## config.mk

```make
export PLATFORM = sky130hd
export DESIGN_NAME = dupLink
export DESIGN_NICKNAME = d
export VERILOG_FILES = /design/src/logic/dupPkg.sv /design/src/logic/dupClockIf.sv /design/src/logic/dupClock.sv /design/src/logic/dupTransmitter.sv /design/src/logic/dupReceiver.sv /design/src/logic/dupControl.sv /design/src/logic/dupLink.sv
export SDC_FILE = /design/constraint.sdc
export NUM_CORES = 1
export LEC_CHECK = 0
export BUFFER_PORTS_ARGS = -buffer_cell sky130_fd_sc_hd__buf_4
export CAP_MARGIN = 20
export CORE_UTILIZATION = 50
export CTS_CLUSTER_DIAMETER = 30
export DETAILED_ROUTE_END_ITERATION = 8
export PLACE_DENSITY = 0.78
export SETUP_SLACK_MARGIN = 0.02
export SLEW_MARGIN = 20
export SYNTH_ARGS = -nofsm -noshare
export SYNTH_HDL_FRONTEND = slang
export SYNTH_SLANG_ARGS = --single-unit
export TNS_END_PERCENT = 10
```

## constraint.sdc

```tcl
create_clock -name clk -period 2.2 [get_ports clk]
set_input_delay 0.11 -clock clk [delete_from_list [all_inputs] [get_ports clk]]
set_output_delay 0.11 -clock clk [all_outputs]
set_load 0.02 [all_outputs]
```

## src/logic/dupPkg.sv

```systemverilog
// Shared types and constants for the synchronous serial line unit.
// Modules refer to these by scoped name, dupPkg::name.

`default_nettype none

package dupPkg;

   ////////////////////////////////////////////////////////////
   // Enumerations
   ////////////////////////////////////////////////////////////

   // Maintenance mode select
   typedef enum logic [1:0]
   {
      MODE_USER = 2'd0,   // External clocks and data
      MODE_EXT  = 2'd1,   // External loopback, timer running
      MODE_INT  = 2'd2,   // Internal loopback
      MODE_DIAG = 2'd3    // Host bit-bangs the clock
   } maintMode_t;

   // Control FSM states
   typedef enum logic [1:0]
   {
      ST_OFF      = 2'd0,
      ST_PREAMBLE = 2'd1,
      ST_DATA     = 2'd2
   } ctlState_t;

   ////////////////////////////////////////////////////////////
   // Character type and sync constants
   ////////////////////////////////////////////////////////////

   // One serial character
   typedef logic [7:0] dupByte_t;

   // Sync pattern, also sent as fill when idle
   localparam dupByte_t SYN_CHAR = 8'h96;

   // Sync characters sent after enable
   localparam logic [3:0] PREAMBLE_COUNT = 4'd2;

endpackage

`default_nettype wire

```

## src/logic/dupClockIf.sv

```systemverilog
// Bit clock, maintenance timer and line clock enables.
// Driven by the clock block, read by control, transmitter and receiver.

`default_nettype none

interface dupClockIf;

   logic serialClk;    // Bit clock, divided or from mco
   logic maintTimer;   // Timer copy of the bit clock
   logic txClkEn;      // Rising edge of transmit line clock
   logic rxClkEn;      // Falling edge of receive line clock

   // Clock block side
   modport source (output serialClk, output maintTimer, output txClkEn, output rxClkEn);

   // User side
   modport sink (input serialClk, input maintTimer, input txClkEn, input rxClkEn);

endinterface

`default_nettype wire

```

## src/logic/dupClock.sv

```systemverilog
// Bit clock divider, maintenance timer and line clock edge detection.
// CLK_DIV sets the half-period count; the line clocks come from the control block.

`default_nettype none

module dupClock #(
   parameter logic [10:0] CLK_DIV = 11'd4
) (
   input  wire                 clk,
   input  wire                 rst,
   input  dupPkg::maintMode_t  mode,
   input  wire                 mco,
   input  wire                 txLineClk,
   input  wire                 rxLineClk,
   dupClockIf.source           clocks
);

   logic [10:0] count;
   logic        halfStage;
   logic        bitClk;
   logic        txSample;
   logic        txPrev;
   logic        rxSample;
   logic        rxPrev;
   logic        diagMode;

   // Divider stops while the host drives the clock
   assign diagMode = (mode == dupPkg::MODE_DIAG);

   ////////////////////////////////////////////////////////////
   // Divider chain
   ////////////////////////////////////////////////////////////

   // Tick every CLK_DIV+1 cycles, then two toggle stages
   always_ff @(posedge clk or posedge rst)
   begin
      if (rst)
      begin
         count     <= CLK_DIV;
         halfStage <= 1'b0;
         bitClk    <= 1'b0;
      end
      else if (diagMode)
      begin
         count     <= CLK_DIV;
         halfStage <= 1'b0;
         bitClk    <= 1'b0;
      end
      else if (count == 11'd0)
      begin
         count     <= CLK_DIV;
         halfStage <= ~halfStage;
         // Second stage toggles on every other tick
         if (halfStage)
            bitClk <= ~bitClk;
      end
      else
         count <= count - 11'd1;
   end

   // mco passes straight through in diagnostic mode
   assign clocks.serialClk = diagMode ? mco : bitClk;

   // Timer only runs in the two loopback modes
   assign clocks.maintTimer = bitClk &
                              ((mode == dupPkg::MODE_EXT) || (mode == dupPkg::MODE_INT));

   ////////////////////////////////////////////////////////////
   // Line clock edge detectors
   ////////////////////////////////////////////////////////////

   // Sample, keep the previous sample, register the edge
   always_ff @(posedge clk or posedge rst)
   begin
      if (rst)
      begin
         txSample       <= 1'b0;
         txPrev         <= 1'b0;
         rxSample       <= 1'b0;
         rxPrev         <= 1'b0;
         clocks.txClkEn <= 1'b0;
         clocks.rxClkEn <= 1'b0;
      end
      else
      begin
         txSample       <= txLineClk;
         txPrev         <= txSample;
         rxSample       <= rxLineClk;
         rxPrev         <= rxSample;
         // Transmit on rising edge, receive on falling edge
         clocks.txClkEn <= txSample & ~txPrev;
         clocks.rxClkEn <= ~rxSample & rxPrev;
      end
   end

   // Enables are single-cycle pulses
   txEnPulse: assert property (@(posedge clk) disable iff (rst)
      clocks.txClkEn |=> !clocks.txClkEn);

endmodule

`default_nettype wire

```

## src/logic/dupTransmitter.sv

```systemverilog
// Transmit shift register, LSB first, one bit per transmit clock enable.
// Requests the next character from the control block at each byte boundary.

`default_nettype none

module dupTransmitter (
   input  wire              clk,
   input  wire              rst,
   dupClockIf.sink          clocks,
   input  dupPkg::dupByte_t nextByte,
   input  wire              sendEnable,
   output logic             byteReq,
   output logic             txSerial
);

   dupPkg::dupByte_t shiftReg;
   logic [2:0]       bitCount;

   // Boundary when the counter has run out
   assign byteReq = clocks.txClkEn & (bitCount == 3'd0);

   ////////////////////////////////////////////////////////////
   // Shift register and bit counter
   ////////////////////////////////////////////////////////////

   always_ff @(posedge clk or posedge rst)
   begin
      if (rst)
      begin
         shiftReg <= dupPkg::SYN_CHAR;
         bitCount <= 3'd0;
         txSerial <= 1'b1;
      end
      else if (clocks.txClkEn)
      begin
         if (bitCount == 3'd0)
         begin
            if (sendEnable)
            begin
               // Bit 0 goes out now, seven remain
               txSerial <= nextByte[0];
               shiftReg <= {1'b1, nextByte[7:1]};
               bitCount <= 3'd7;
            end
            else
            begin
               // Idle at mark, counter held
               txSerial <= 1'b1;
            end
         end
         else
         begin
            txSerial <= shiftReg[0];
            shiftReg <= {1'b1, shiftReg[7:1]};
            bitCount <= bitCount - 3'd1;
         end
      end
   end

   // A character taken at a boundary is fully defined
   reqByteKnown: assert property (@(posedge clk) disable iff (rst)
      (byteReq && sendEnable) |-> !$isunknown(nextByte));

endmodule

`default_nettype wire

```

## src/logic/dupReceiver.sv

```systemverilog
// Receive shift register with sync hunt and byte assembly.
// Samples one bit per receive clock enable; hunt restarts the search.

`default_nettype none

module dupReceiver (
   input  wire              clk,
   input  wire              rst,
   dupClockIf.sink          clocks,
   input  wire              rxSerial,
   input  wire              hunt,
   output dupPkg::dupByte_t rxByte,
   output logic             byteValid,
   output logic             synced
);

   dupPkg::dupByte_t shiftReg;
   dupPkg::dupByte_t nextShift;
   logic [2:0]       bitCount;

   // LSB first, so new bits enter at the top
   assign nextShift = {rxSerial, shiftReg[7:1]};

   ////////////////////////////////////////////////////////////
   // Hunt and assembly
   ////////////////////////////////////////////////////////////

   always_ff @(posedge clk or posedge rst)
   begin
      if (rst)
      begin
         shiftReg  <= '0;
         bitCount  <= 3'd0;
         synced    <= 1'b0;
         byteValid <= 1'b0;
      end
      else
      begin
         byteValid <= 1'b0;
         if (hunt)
         begin
            // Back to sync search
            synced   <= 1'b0;
            bitCount <= 3'd0;
         end
         else if (clocks.rxClkEn)
         begin
            shiftReg <= nextShift;
            if (!synced)
            begin
               // Compare on every sample while hunting
               if (nextShift == dupPkg::SYN_CHAR)
               begin
                  synced   <= 1'b1;
                  bitCount <= 3'd0;
               end
            end
            else
            begin
               bitCount <= bitCount + 3'd1;
               // Eighth sample completes a character
               if (bitCount == 3'd7)
                  byteValid <= 1'b1;
            end
         end
      end
   end

   // Character register, loaded with the eighth sample
   always_ff @(posedge clk)
   begin
      if (clocks.rxClkEn && synced && !hunt && (bitCount == 3'd7))
         rxByte <= nextShift;
   end

endmodule

`default_nettype wire

```

## src/logic/dupControl.sv

```systemverilog
// Mode and loopback routing, transmit buffer, preamble FSM and fill filter.
// Sits between the top-level pins and the clock, transmit and receive blocks.

`default_nettype none

module dupControl (
   input  wire                 clk,
   input  wire                 rst,
   input  dupPkg::maintMode_t  mode,
   input  wire                 enable,
   input  dupPkg::dupByte_t    txData,
   input  wire                 txLoad,
   input  wire                 txClkIn,
   input  wire                 rxClkIn,
   input  wire                 rxd,
   input  wire                 byteReq,
   input  wire                 txSerial,
   input  dupPkg::dupByte_t    rxByte,
   input  wire                 byteValid,
   input  wire                 synced,
   dupClockIf.sink             clocks,
   output logic                txBusy,
   output dupPkg::dupByte_t    rxData,
   output logic                rxValid,
   output logic                rxSynced,
   output logic                txd,
   output logic                txLineClk,
   output logic                rxLineClk,
   output dupPkg::dupByte_t    nextByte,
   output logic                sendEnable,
   output logic                rxSerial,
   output logic                hunt
);

   dupPkg::ctlState_t  state;
   dupPkg::maintMode_t modeQ;
   dupPkg::dupByte_t   txBuf;
   logic [3:0]         preCount;
   logic               extLine;

   ////////////////////////////////////////////////////////////
   // Loopback routing
   ////////////////////////////////////////////////////////////

   // User and external loopback use the pins
   assign extLine = (mode == dupPkg::MODE_USER) || (mode == dupPkg::MODE_EXT);

   assign txLineClk = extLine ? txClkIn : clocks.serialClk;
   assign rxLineClk = extLine ? rxClkIn : clocks.serialClk;
   assign rxSerial  = extLine ? rxd : txSerial;

   // Line held at mark when looped inside or switched off
   assign txd = (extLine && (state != dupPkg::ST_OFF)) ? txSerial : 1'b1;

   ////////////////////////////////////////////////////////////
   // Preamble FSM and transmit buffer
   ////////////////////////////////////////////////////////////

   // Sync while in preamble, fill when the buffer is empty
   assign sendEnable = (state != dupPkg::ST_OFF);
   assign nextByte   = ((state == dupPkg::ST_DATA) && txBusy) ? txBuf : dupPkg::SYN_CHAR;

   always_ff @(posedge clk or posedge rst)
   begin
      if (rst)
      begin
         state    <= dupPkg::ST_OFF;
         preCount <= 4'd0;
         txBusy   <= 1'b0;
      end
      else if (!enable)
      begin
         // Disable drops any pending byte
         state  <= dupPkg::ST_OFF;
         txBusy <= 1'b0;
      end
      else
      begin
         case (state)
            dupPkg::ST_OFF:
            begin
               state    <= dupPkg::ST_PREAMBLE;
               preCount <= 4'd0;
            end
            dupPkg::ST_PREAMBLE:
            begin
               // Count sync characters taken by the transmitter
               if (byteReq)
               begin
                  preCount <= preCount + 4'd1;
                  if (preCount == dupPkg::PREAMBLE_COUNT - 4'd1)
                     state <= dupPkg::ST_DATA;
               end
            end
            default:
               state <= dupPkg::ST_DATA;
         endcase

         // Load only when empty, free once the transmitter takes it
         if (txLoad && !txBusy && (state != dupPkg::ST_OFF))
            txBusy <= 1'b1;
         else if (byteReq && txBusy && (state == dupPkg::ST_DATA))
            txBusy <= 1'b0;
      end
   end

   // Buffer payload
   always_ff @(posedge clk)
   begin
      if (txLoad && !txBusy && enable && (state != dupPkg::ST_OFF))
         txBuf <= txData;
   end

   ////////////////////////////////////////////////////////////
   // Receive side
   ////////////////////////////////////////////////////////////

   // Hunt held while off, one cycle on a mode change
   always_ff @(posedge clk or posedge rst)
   begin
      if (rst)
      begin
         modeQ    <= dupPkg::MODE_USER;
         hunt     <= 1'b1;
         rxSynced <= 1'b0;
         rxValid  <= 1'b0;
      end
      else
      begin
         modeQ    <= mode;
         hunt     <= !enable || (mode != modeQ);
         rxSynced <= synced && enable;
         // Fill characters never reach the host
         rxValid  <= byteValid && (rxByte != dupPkg::SYN_CHAR);
      end
   end

   always_ff @(posedge clk)
   begin
      if (byteValid && (rxByte != dupPkg::SYN_CHAR))
         rxData <= rxByte;
   end

   // Buffer is always empty while switched off
   offIdle: assert property (@(posedge clk) disable iff (rst)
      (state == dupPkg::ST_OFF) |-> !txBusy);

endmodule

`default_nettype wire

```

## src/logic/dupLink.sv

```systemverilog
// Top level of the serial line unit, plain ports only.
// Ties clock, control, transmit and receive blocks together.

`default_nettype none

module dupLink #(
   parameter logic [10:0] CLK_DIV = 11'd4
) (
   input  wire                 clk,
   input  wire                 rst,
   input  dupPkg::maintMode_t  mode,
   input  wire                 mco,
   input  wire                 enable,
   input  dupPkg::dupByte_t    txData,
   input  wire                 txLoad,
   input  wire                 txClkIn,
   input  wire                 rxClkIn,
   input  wire                 rxd,
   output logic                txBusy,
   output dupPkg::dupByte_t    rxData,
   output logic                rxValid,
   output logic                rxSynced,
   output logic                txd,
   output logic                serialClk,
   output logic                maintTimer
);

   // Internal wiring between the blocks
   logic             txLineClk;
   logic             rxLineClk;
   logic             byteReq;
   logic             txSerial;
   logic             sendEnable;
   logic             rxSerial;
   logic             hunt;
   logic             byteValid;
   logic             synced;
   dupPkg::dupByte_t nextByte;
   dupPkg::dupByte_t rxByte;

   dupClockIf clocks ();

   // Clocks out to the pins
   assign serialClk  = clocks.serialClk;
   assign maintTimer = clocks.maintTimer;

   ////////////////////////////////////////////////////////////
   // Blocks
   ////////////////////////////////////////////////////////////

   dupClock #(
      .CLK_DIV (CLK_DIV)
   ) clock0 (
      .clk       (clk),
      .rst       (rst),
      .mode      (mode),
      .mco       (mco),
      .txLineClk (txLineClk),
      .rxLineClk (rxLineClk),
      .clocks    (clocks.source)
   );

   dupControl control0 (
      .clk        (clk),
      .rst        (rst),
      .mode       (mode),
      .enable     (enable),
      .txData     (txData),
      .txLoad     (txLoad),
      .txClkIn    (txClkIn),
      .rxClkIn    (rxClkIn),
      .rxd        (rxd),
      .byteReq    (byteReq),
      .txSerial   (txSerial),
      .rxByte     (rxByte),
      .byteValid  (byteValid),
      .synced     (synced),
      .clocks     (clocks.sink),
      .txBusy     (txBusy),
      .rxData     (rxData),
      .rxValid    (rxValid),
      .rxSynced   (rxSynced),
      .txd        (txd),
      .txLineClk  (txLineClk),
      .rxLineClk  (rxLineClk),
      .nextByte   (nextByte),
      .sendEnable (sendEnable),
      .rxSerial   (rxSerial),
      .hunt       (hunt)
   );

   dupTransmitter transmitter0 (
      .clk        (clk),
      .rst        (rst),
      .clocks     (clocks.sink),
      .nextByte   (nextByte),
      .sendEnable (sendEnable),
      .byteReq    (byteReq),
      .txSerial   (txSerial)
   );

   dupReceiver receiver0 (
      .clk       (clk),
      .rst       (rst),
      .clocks    (clocks.sink),
      .rxSerial  (rxSerial),
      .hunt      (hunt),
      .rxByte    (rxByte),
      .byteValid (byteValid),
      .synced    (synced)
   );

endmodule

`default_nettype wire

```

==> flow_summary.yaml, run 1 <==
power_and_ir_drop:
  clkPwrFrac: 0.281
  swShare: 0.297
  p_int_uw: 2750
  power.total_uw: 3910
  leakage_uw: 0.00175
  power_density_nw_per_um2: 982
  seqPwrFrac: 0.510
  combPwrFrac: 0.209
  vdd_drop_max_mv: 0.588
  p_switching_uw: 1160
synth:
  synth_common_cells: "48 x dfrtp_1, 24 x edfxtp_1, 18 x nor2_1"
  synth_enable_flop_cells: 24
  yosys.area.top_type: "dfrtp_1"
  yosys-mux-area-fraction: 0.0343
  syn_area_um2: 3280
  ys.flop_type: "dfrtp_1"
  yosys-top-cells-area: "dfrtp_1 37%, edfxtp_1 22%, dfstp_2 4.8%"
  synth_fp_nets: 280
  synth-compound-area-share: 0.0816
  synth-seq-cells: 78
  synth_area_per_cell_um2: 13.0
  synth.top_cell.area_share: 0.366
  synth_top_family_by_area: "simple AND/OR/NAND/NOR gates"
  ys_warn_count: 0
  synth-simple-area-share: 0.160
  postSynth.asyncResetShare: 0.692
  synth.distinct_cells: 52
  yosysMostFrequentCell: "dfrtp_1"
  synth_fa_ha_area_frac: 0.0382
  synth_xor_area_frac: 0.0294
  postSynthCellCount: 252
  ys_seq_area_frac: 0.634
grt:
  antenna_found_initial: 0
  track_usage: 0.170
  first_global_vias: 2004
  grt_pass1_wl_um: 9230
  grt_max_degree: 30
  overflow: 0
clocking:
  cts-root-buf: "clkbuf_8"
  clkSinkCount: 78
  clock_latency_ns: 0.35
  clkTransAtPathRegs_ns: 0.08
  max-clock-path-buffers: 2
  cts_setup_buffers: 0
  cts_tree: "yes"
  post_cts_resized: 0
  cts_inserted_buffers: 9
  htreeDepth: 3
floorplanning:
  initial_core_util: 0.516
  io_pins: 32
  fp.dieW_um: 83.0
  fp.dieH_um: 83.0
  placementRows: 29
  dieArea_um2: 6890
  coreArea_um2: 6350
finish:
  area_growth_pct: 21.5
  antenna_cells: 0
  layout-drive-gt1-share: 0.280
  num-nets-final: 337
sta:
  fin_crit_sh: 0.879
  fin_skew_ns: 0.0101
  hold_viol_final: 0
  setup_tns_ns: 0
  fmax_mhz: 517
  tightest_slew_ns: 0.749
  setup_violations: 0
  maxSlewHeadroom: 0.500
  fin_crit_ns: 1.93
  finalMaxSlewViolations: 0
  rsz0062_at_grt: "no"
min_path:
  worstHoldStart: "rxd"
  holdPathEnd: "receiver0.rxByte[7]$_DFFE_PP_"
  hold_path_depth: 2
  hold_class: "primary input to flip-flop"
setup_path:
  critPathMaxStageDelay_ns: 0.42
  path_delay_family: "simple AND/OR/NAND/NOR gates"
  critical_path_buf_inv_count: 2
  critPathArrivalTime_ns: 2.17
  crit_chain: "inv_1 > ha_1 > or3b_4 > nor4_2 > or2_1 > buf_4 > nor2_2"
  rr_startpoint: "clock0.count[0]$_DFF_PP0_"
  worst_ep_required_time_ns: 2.44
  path_max_fanout: 9
  slowest_stage: "dfrtp_1"
  rrSetupSlack_ns: 0.27
  rr_worst_depth: 7
  cp-start-kind: "flip-flop"
  end_kind: "flip-flop"
  r2r-end: "clock0.count[7]$_DFF_PP0_"
  worst-setup-path-type: "flip-flop to flip-flop"
run_status:
  status: "completed"
place:
  gp_congestion: 0.771
  dp_hpwl_um: 3640
  io_buffers: 31
detailed_routing:
  wl_met1_um: 2570
  wirelength_um: 5370
  vias: 2053
  drt-pass1-iter-count: 4
  ant_nets: 0
  wire_per_inst_um: 13.7
  vias_per_cell: 5.25
  met3WireLength_um: 139
  wl_met2_um: 2540
  highest_layer: "met4"
  drc_errors: 0
  drt-initial-drc-count: 114
run:
  cap_violations: 0
-- power groups by stage --
stage	clock network, uW	logic, uW	registers, uW
after floorplan	0	655	1960
after global placement	0	777	2010
after detailed placement	0	806	2020
after CTS	1120	828	1990
after global routing	1180	923	2030
final	1100	819	1990
-- worst max path at each step --
stage,startpoint,endpoint,slack (ns),depth (start not counted)
after floorplan,clock0.count[0]$_DFF_PP0_,clock0.count[8]$_DFF_PP0_,0.40,6
after global placement,clock0.count[0]$_DFF_PP0_,clock0.count[6]$_DFF_PP0_,0.32,7
after detailed placement,clock0.count[0]$_DFF_PP0_,clock0.count[7]$_DFF_PP0_,0.25,7
after CTS,clock0.count[0]$_DFF_PP0_,clock0.count[4]$_DFF_PP0_,0.24,7
after global routing,clock0.count[0]$_DFF_PP0_,clock0.count[8]$_DFF_PP0_,0.12,7
final,clock0.count[0]$_DFF_PP0_,clock0.count[7]$_DFF_PP0_,0.27,7
-- state kept, by name, summed over array words and instances (netlist names), 2 cells and up --
register	count
clock0.count	11
control0.rxData	8
control0.txBuf	8
receiver0.rxByte	8
receiver0.shiftReg	7
transmitter0.shiftReg	7
control0.preCount	4
receiver0.bitCount	3
transmitter0.bitCount	3
control0.modeQ	2
control0.state	2
-- per-stage QoR --
stage               cells  utilization  hold slack (ns)  setup WS, ns  cell area (um2)
floorplan             252            -            0.141         0.396             3280
global route          391        0.628            0.150         0.115             3990
detailed placement    361        0.573            0.216         0.255             3640
finish                391        0.628            0.158         0.266             3990
CTS                   391        0.628            0.145         0.244             3990
global placement      361        0.573            0.214         0.324             3640
-- final cells by class --
cell class | count | area (um2)
sequential | 78 | 2080
clock buffer | 10 | 138
clock inverter | 6 | 68.8
fill | 468 | 2360
inverter | 12 | 45.0
timing repair buffer | 51 | 430
tap | 77 | 96.3
multi-input combinational | 157 | 1130
-- cells in the final DEF (no fill, tap or decap), types with 5 or more instances in the layout --
cell type / count
clkbuf_8: 10
buf_4: 36
a31oi_1: 7
nor2_2: 8
dfstp_2: 6
mux2_2: 10
dlygate4sd3_1: 14
nor2_1: 18
inv_1: 11
nand3_1: 7
nor2b_1: 8
nand2_1: 14
dfrtp_1: 48
xor2_1: 5
ha_1: 10
edfxtp_1: 24
xnor2_1: 6
-- metal layers --
layer / up-vias / GRT usage
li1: 1018 / -
met1: 991 / 0.227
met2: 34 / 0.266
met3: 10 / 0.0368
met4: 0 / 0.0846
met5: - / 0
-- cell families (layout without fill, tap and decap cells) --
logic type / after synthesis / after routing
DFF: 78 / 78
AOI/OAI and AO/OA: 35 / 35
xor gates and xnor gates: 11 / 11
muxes: 10 / 10
adders and majority gates: 10 / 10
and+or+nand+nor: 91 / 91
buffers and inverters: 17 / 79
-- timing repair --
item / CTS / global route
setup endpoints to repair: 0 / 0
endpoints found under the hold margin: 36 / 0
hold buffers: 14 / 0
Note: power is estimated with default switching activity, not from simulation.
==> run 2: changes to the inputs <==
Settings changed: BUFFER_PORTS_ARGS -buffer_cell sky130_fd_sc_hd__buf_4 to unset, DONT_BUFFER_PORTS set to 1, PLACE_DENSITY 0.78 to 0.74, SKIP_CTS_REPAIR_TIMING set to 1.
==> run 2 against run 1 <==
Compared with the run above: routed wire length down 5.2%; largest power group unchanged; flip-flop and latch count unchanged; die area unchanged.
==> flow_summary.yaml, run 2 (synthesis results as in run 1) <==
run_status:
  status: "completed"
clocking:
  clkSinkCount: 78
  clkTransAtPathRegs_ns: 0.08
  max-clock-path-buffers: 2
  cts_tree: "yes"
  cts-root-buf: "clkbuf_8"
  cts_inserted_buffers: 9
  htreeDepth: 3
  clock_latency_ns: 0.35
place:
  dp_slack_ns: 0.143
  gp_congestion: 0.775
  io_buffers: 0
  dp_hpwl_um: 3300
  dpl_cell_area_um2: 3410
sta:
  setup_tns_ns: 0
  tightest_slew_ns: 1.04
  fin_crit_sh: 0.884
  fin_crit_ns: 1.95
  fin_skew_ns: 0.0146
  setup_violations: 0
  layout_setup_ws_ns: 0.255
  maxSlewHeadroom: 0.299
  fmax_mhz: 514
  finalMaxSlewViolations: 0
  hold_viol_final: 0
  rsz0062_at_grt: "no"
power_and_ir_drop:
  swShare: 0.299
  leakage_uw: 0.00159
  p_int_uw: 2690
  clkPwrFrac: 0.275
  seqPwrFrac: 0.521
  power.total_uw: 3840
  vdd_drop_max_mv: 0.633
  power_density_nw_per_um2: 1020
  p_switching_uw: 1150
  combPwrFrac: 0.205
setup_path:
  worst_ep_required_time_ns: 2.44
  critPathArrivalTime_ns: 2.18
  rrSetupSlack_ns: 0.25
  slowest_stage: "dfrtp_1"
  crit_chain: "inv_1 > ha_1 > or3b_4 > nor4_2 > or2_1 > buf_4 > nor2_2"
  rr_startpoint: "clock0.count[0]$_DFF_PP0_"
  worst-setup-path-type: "flip-flop to flip-flop"
  path_max_fanout: 6
  r2r-end: "clock0.count[5]$_DFF_PP0_"
  cp-start-kind: "flip-flop"
  critPathMaxStageDelay_ns: 0.43
  end_kind: "flip-flop"
  path_delay_family: "simple AND/OR/NAND/NOR gates"
  rr_worst_depth: 7
  critical_path_buf_inv_count: 2
detailed_routing:
  wire_per_inst_um: 14.1
  wirelength_um: 5090
  drt-initial-drc-count: 79
  ant_nets: 0
  drc_errors: 0
  vias: 1959
  drt-pass1-iter-count: 4
  vias_per_cell: 5.44
min_path:
  hold_class: "primary input to flip-flop"
  worstHoldStart: "rxd"
  holdPathEnd: "receiver0.rxByte[7]$_DFFE_PP_"
  hold_path_depth: 1
grt:
  first_global_vias: 1890
  antenna_found_initial: 0
  overflow: 0
  grt_max_degree: 30
  grt_pass1_wl_um: 8580
  track_usage: 0.160
run:
  cap_violations: 0
finish:
  regMostFlops: "clock0.count"
  most-common-layout-cells: "48 x dfrtp_1, 24 x edfxtp_1, 18 x nor2_1, 14 x nand2_1, 14 x dlygate4sd3_1"
  final_cell_area_um2: 3740
  antenna_cells: 0
  layout-drive-gt1-share: 0.201
  num-nets-final: 306
  area_growth_pct: 14.2
  largest_reg_flops: 11
  final_common_cell: "dfrtp_1"
floorplanning:
  coreArea_um2: 6350
  placementRows: 29
  fp.dieW_um: 83.0
  fp.dieH_um: 83.0
  io_pins: 32
  initial_core_util: 0.516
  dieArea_um2: 6890
[run 2: metal layers]
layer | GRT usage | up-vias | routed length, um
met5 | 0 | - | 0
met4 | 0.0611 | 0 | 56
met3 | 0.0596 | 6 | 233
met2 | 0.248 | 47 | 2420
met1 | 0.205 | 950 | 2380
li1 | - | 956 | -
[run 2: worst max-delay path by stage]
stage	startpoint	end	depth (start not counted)
after detailed placement	transmitter0.bitCount[0]$_DFFE_PP0P_	transmitter0.bitCount[2]$_DFFE_PP0P_	6
after floorplan	clock0.count[0]$_DFF_PP0_	clock0.count[8]$_DFF_PP0_	6
final	clock0.count[0]$_DFF_PP0_	clock0.count[5]$_DFF_PP0_	7
after global routing	clock0.count[0]$_DFF_PP0_	clock0.count[5]$_DFF_PP0_	7
after CTS	transmitter0.bitCount[0]$_DFFE_PP0P_	transmitter0.bitCount[2]$_DFFE_PP0P_	6
after global placement	transmitter0.bitCount[0]$_DFFE_PP0P_	transmitter0.bitCount[2]$_DFFE_PP0P_	6
[run 2: final cells by class]
cell class | count | area, um2
clock buffer | 9 | 124
clock inverter | 7 | 71.3
fill | 486 | 2610
inverter | 12 | 45.0
multi-input combinational | 157 | 1130
sequential | 78 | 2080
tap | 77 | 96.3
timing repair buffer | 20 | 198
[run 2: power groups by stage]
stage | Clock [uW] | Sequential (uW) | Combinational [uW]
after floorplan | 0 | 1960 | 655
after global placement | 0 | 2020 | 737
after detailed placement | 0 | 2020 | 761
after CTS | 1090 | 2000 | 769
after global routing | 1140 | 2040 | 888
final | 1050 | 2000 | 785
[run 2: per-stage QoR]
| step | utilization | hold WS (ns) | instances |
|---|---|---|---|
| after CTS | 0.567 | -0.292 | 346 |
| after global routing | 0.590 | 0.0533 | 360 |
| after global placement | 0.536 | 0.0883 | 330 |
| final | 0.590 | 0.0752 | 360 |
| after floorplan | - | 0.141 | 252 |
| after detailed placement | 0.536 | 0.0921 | 330 |
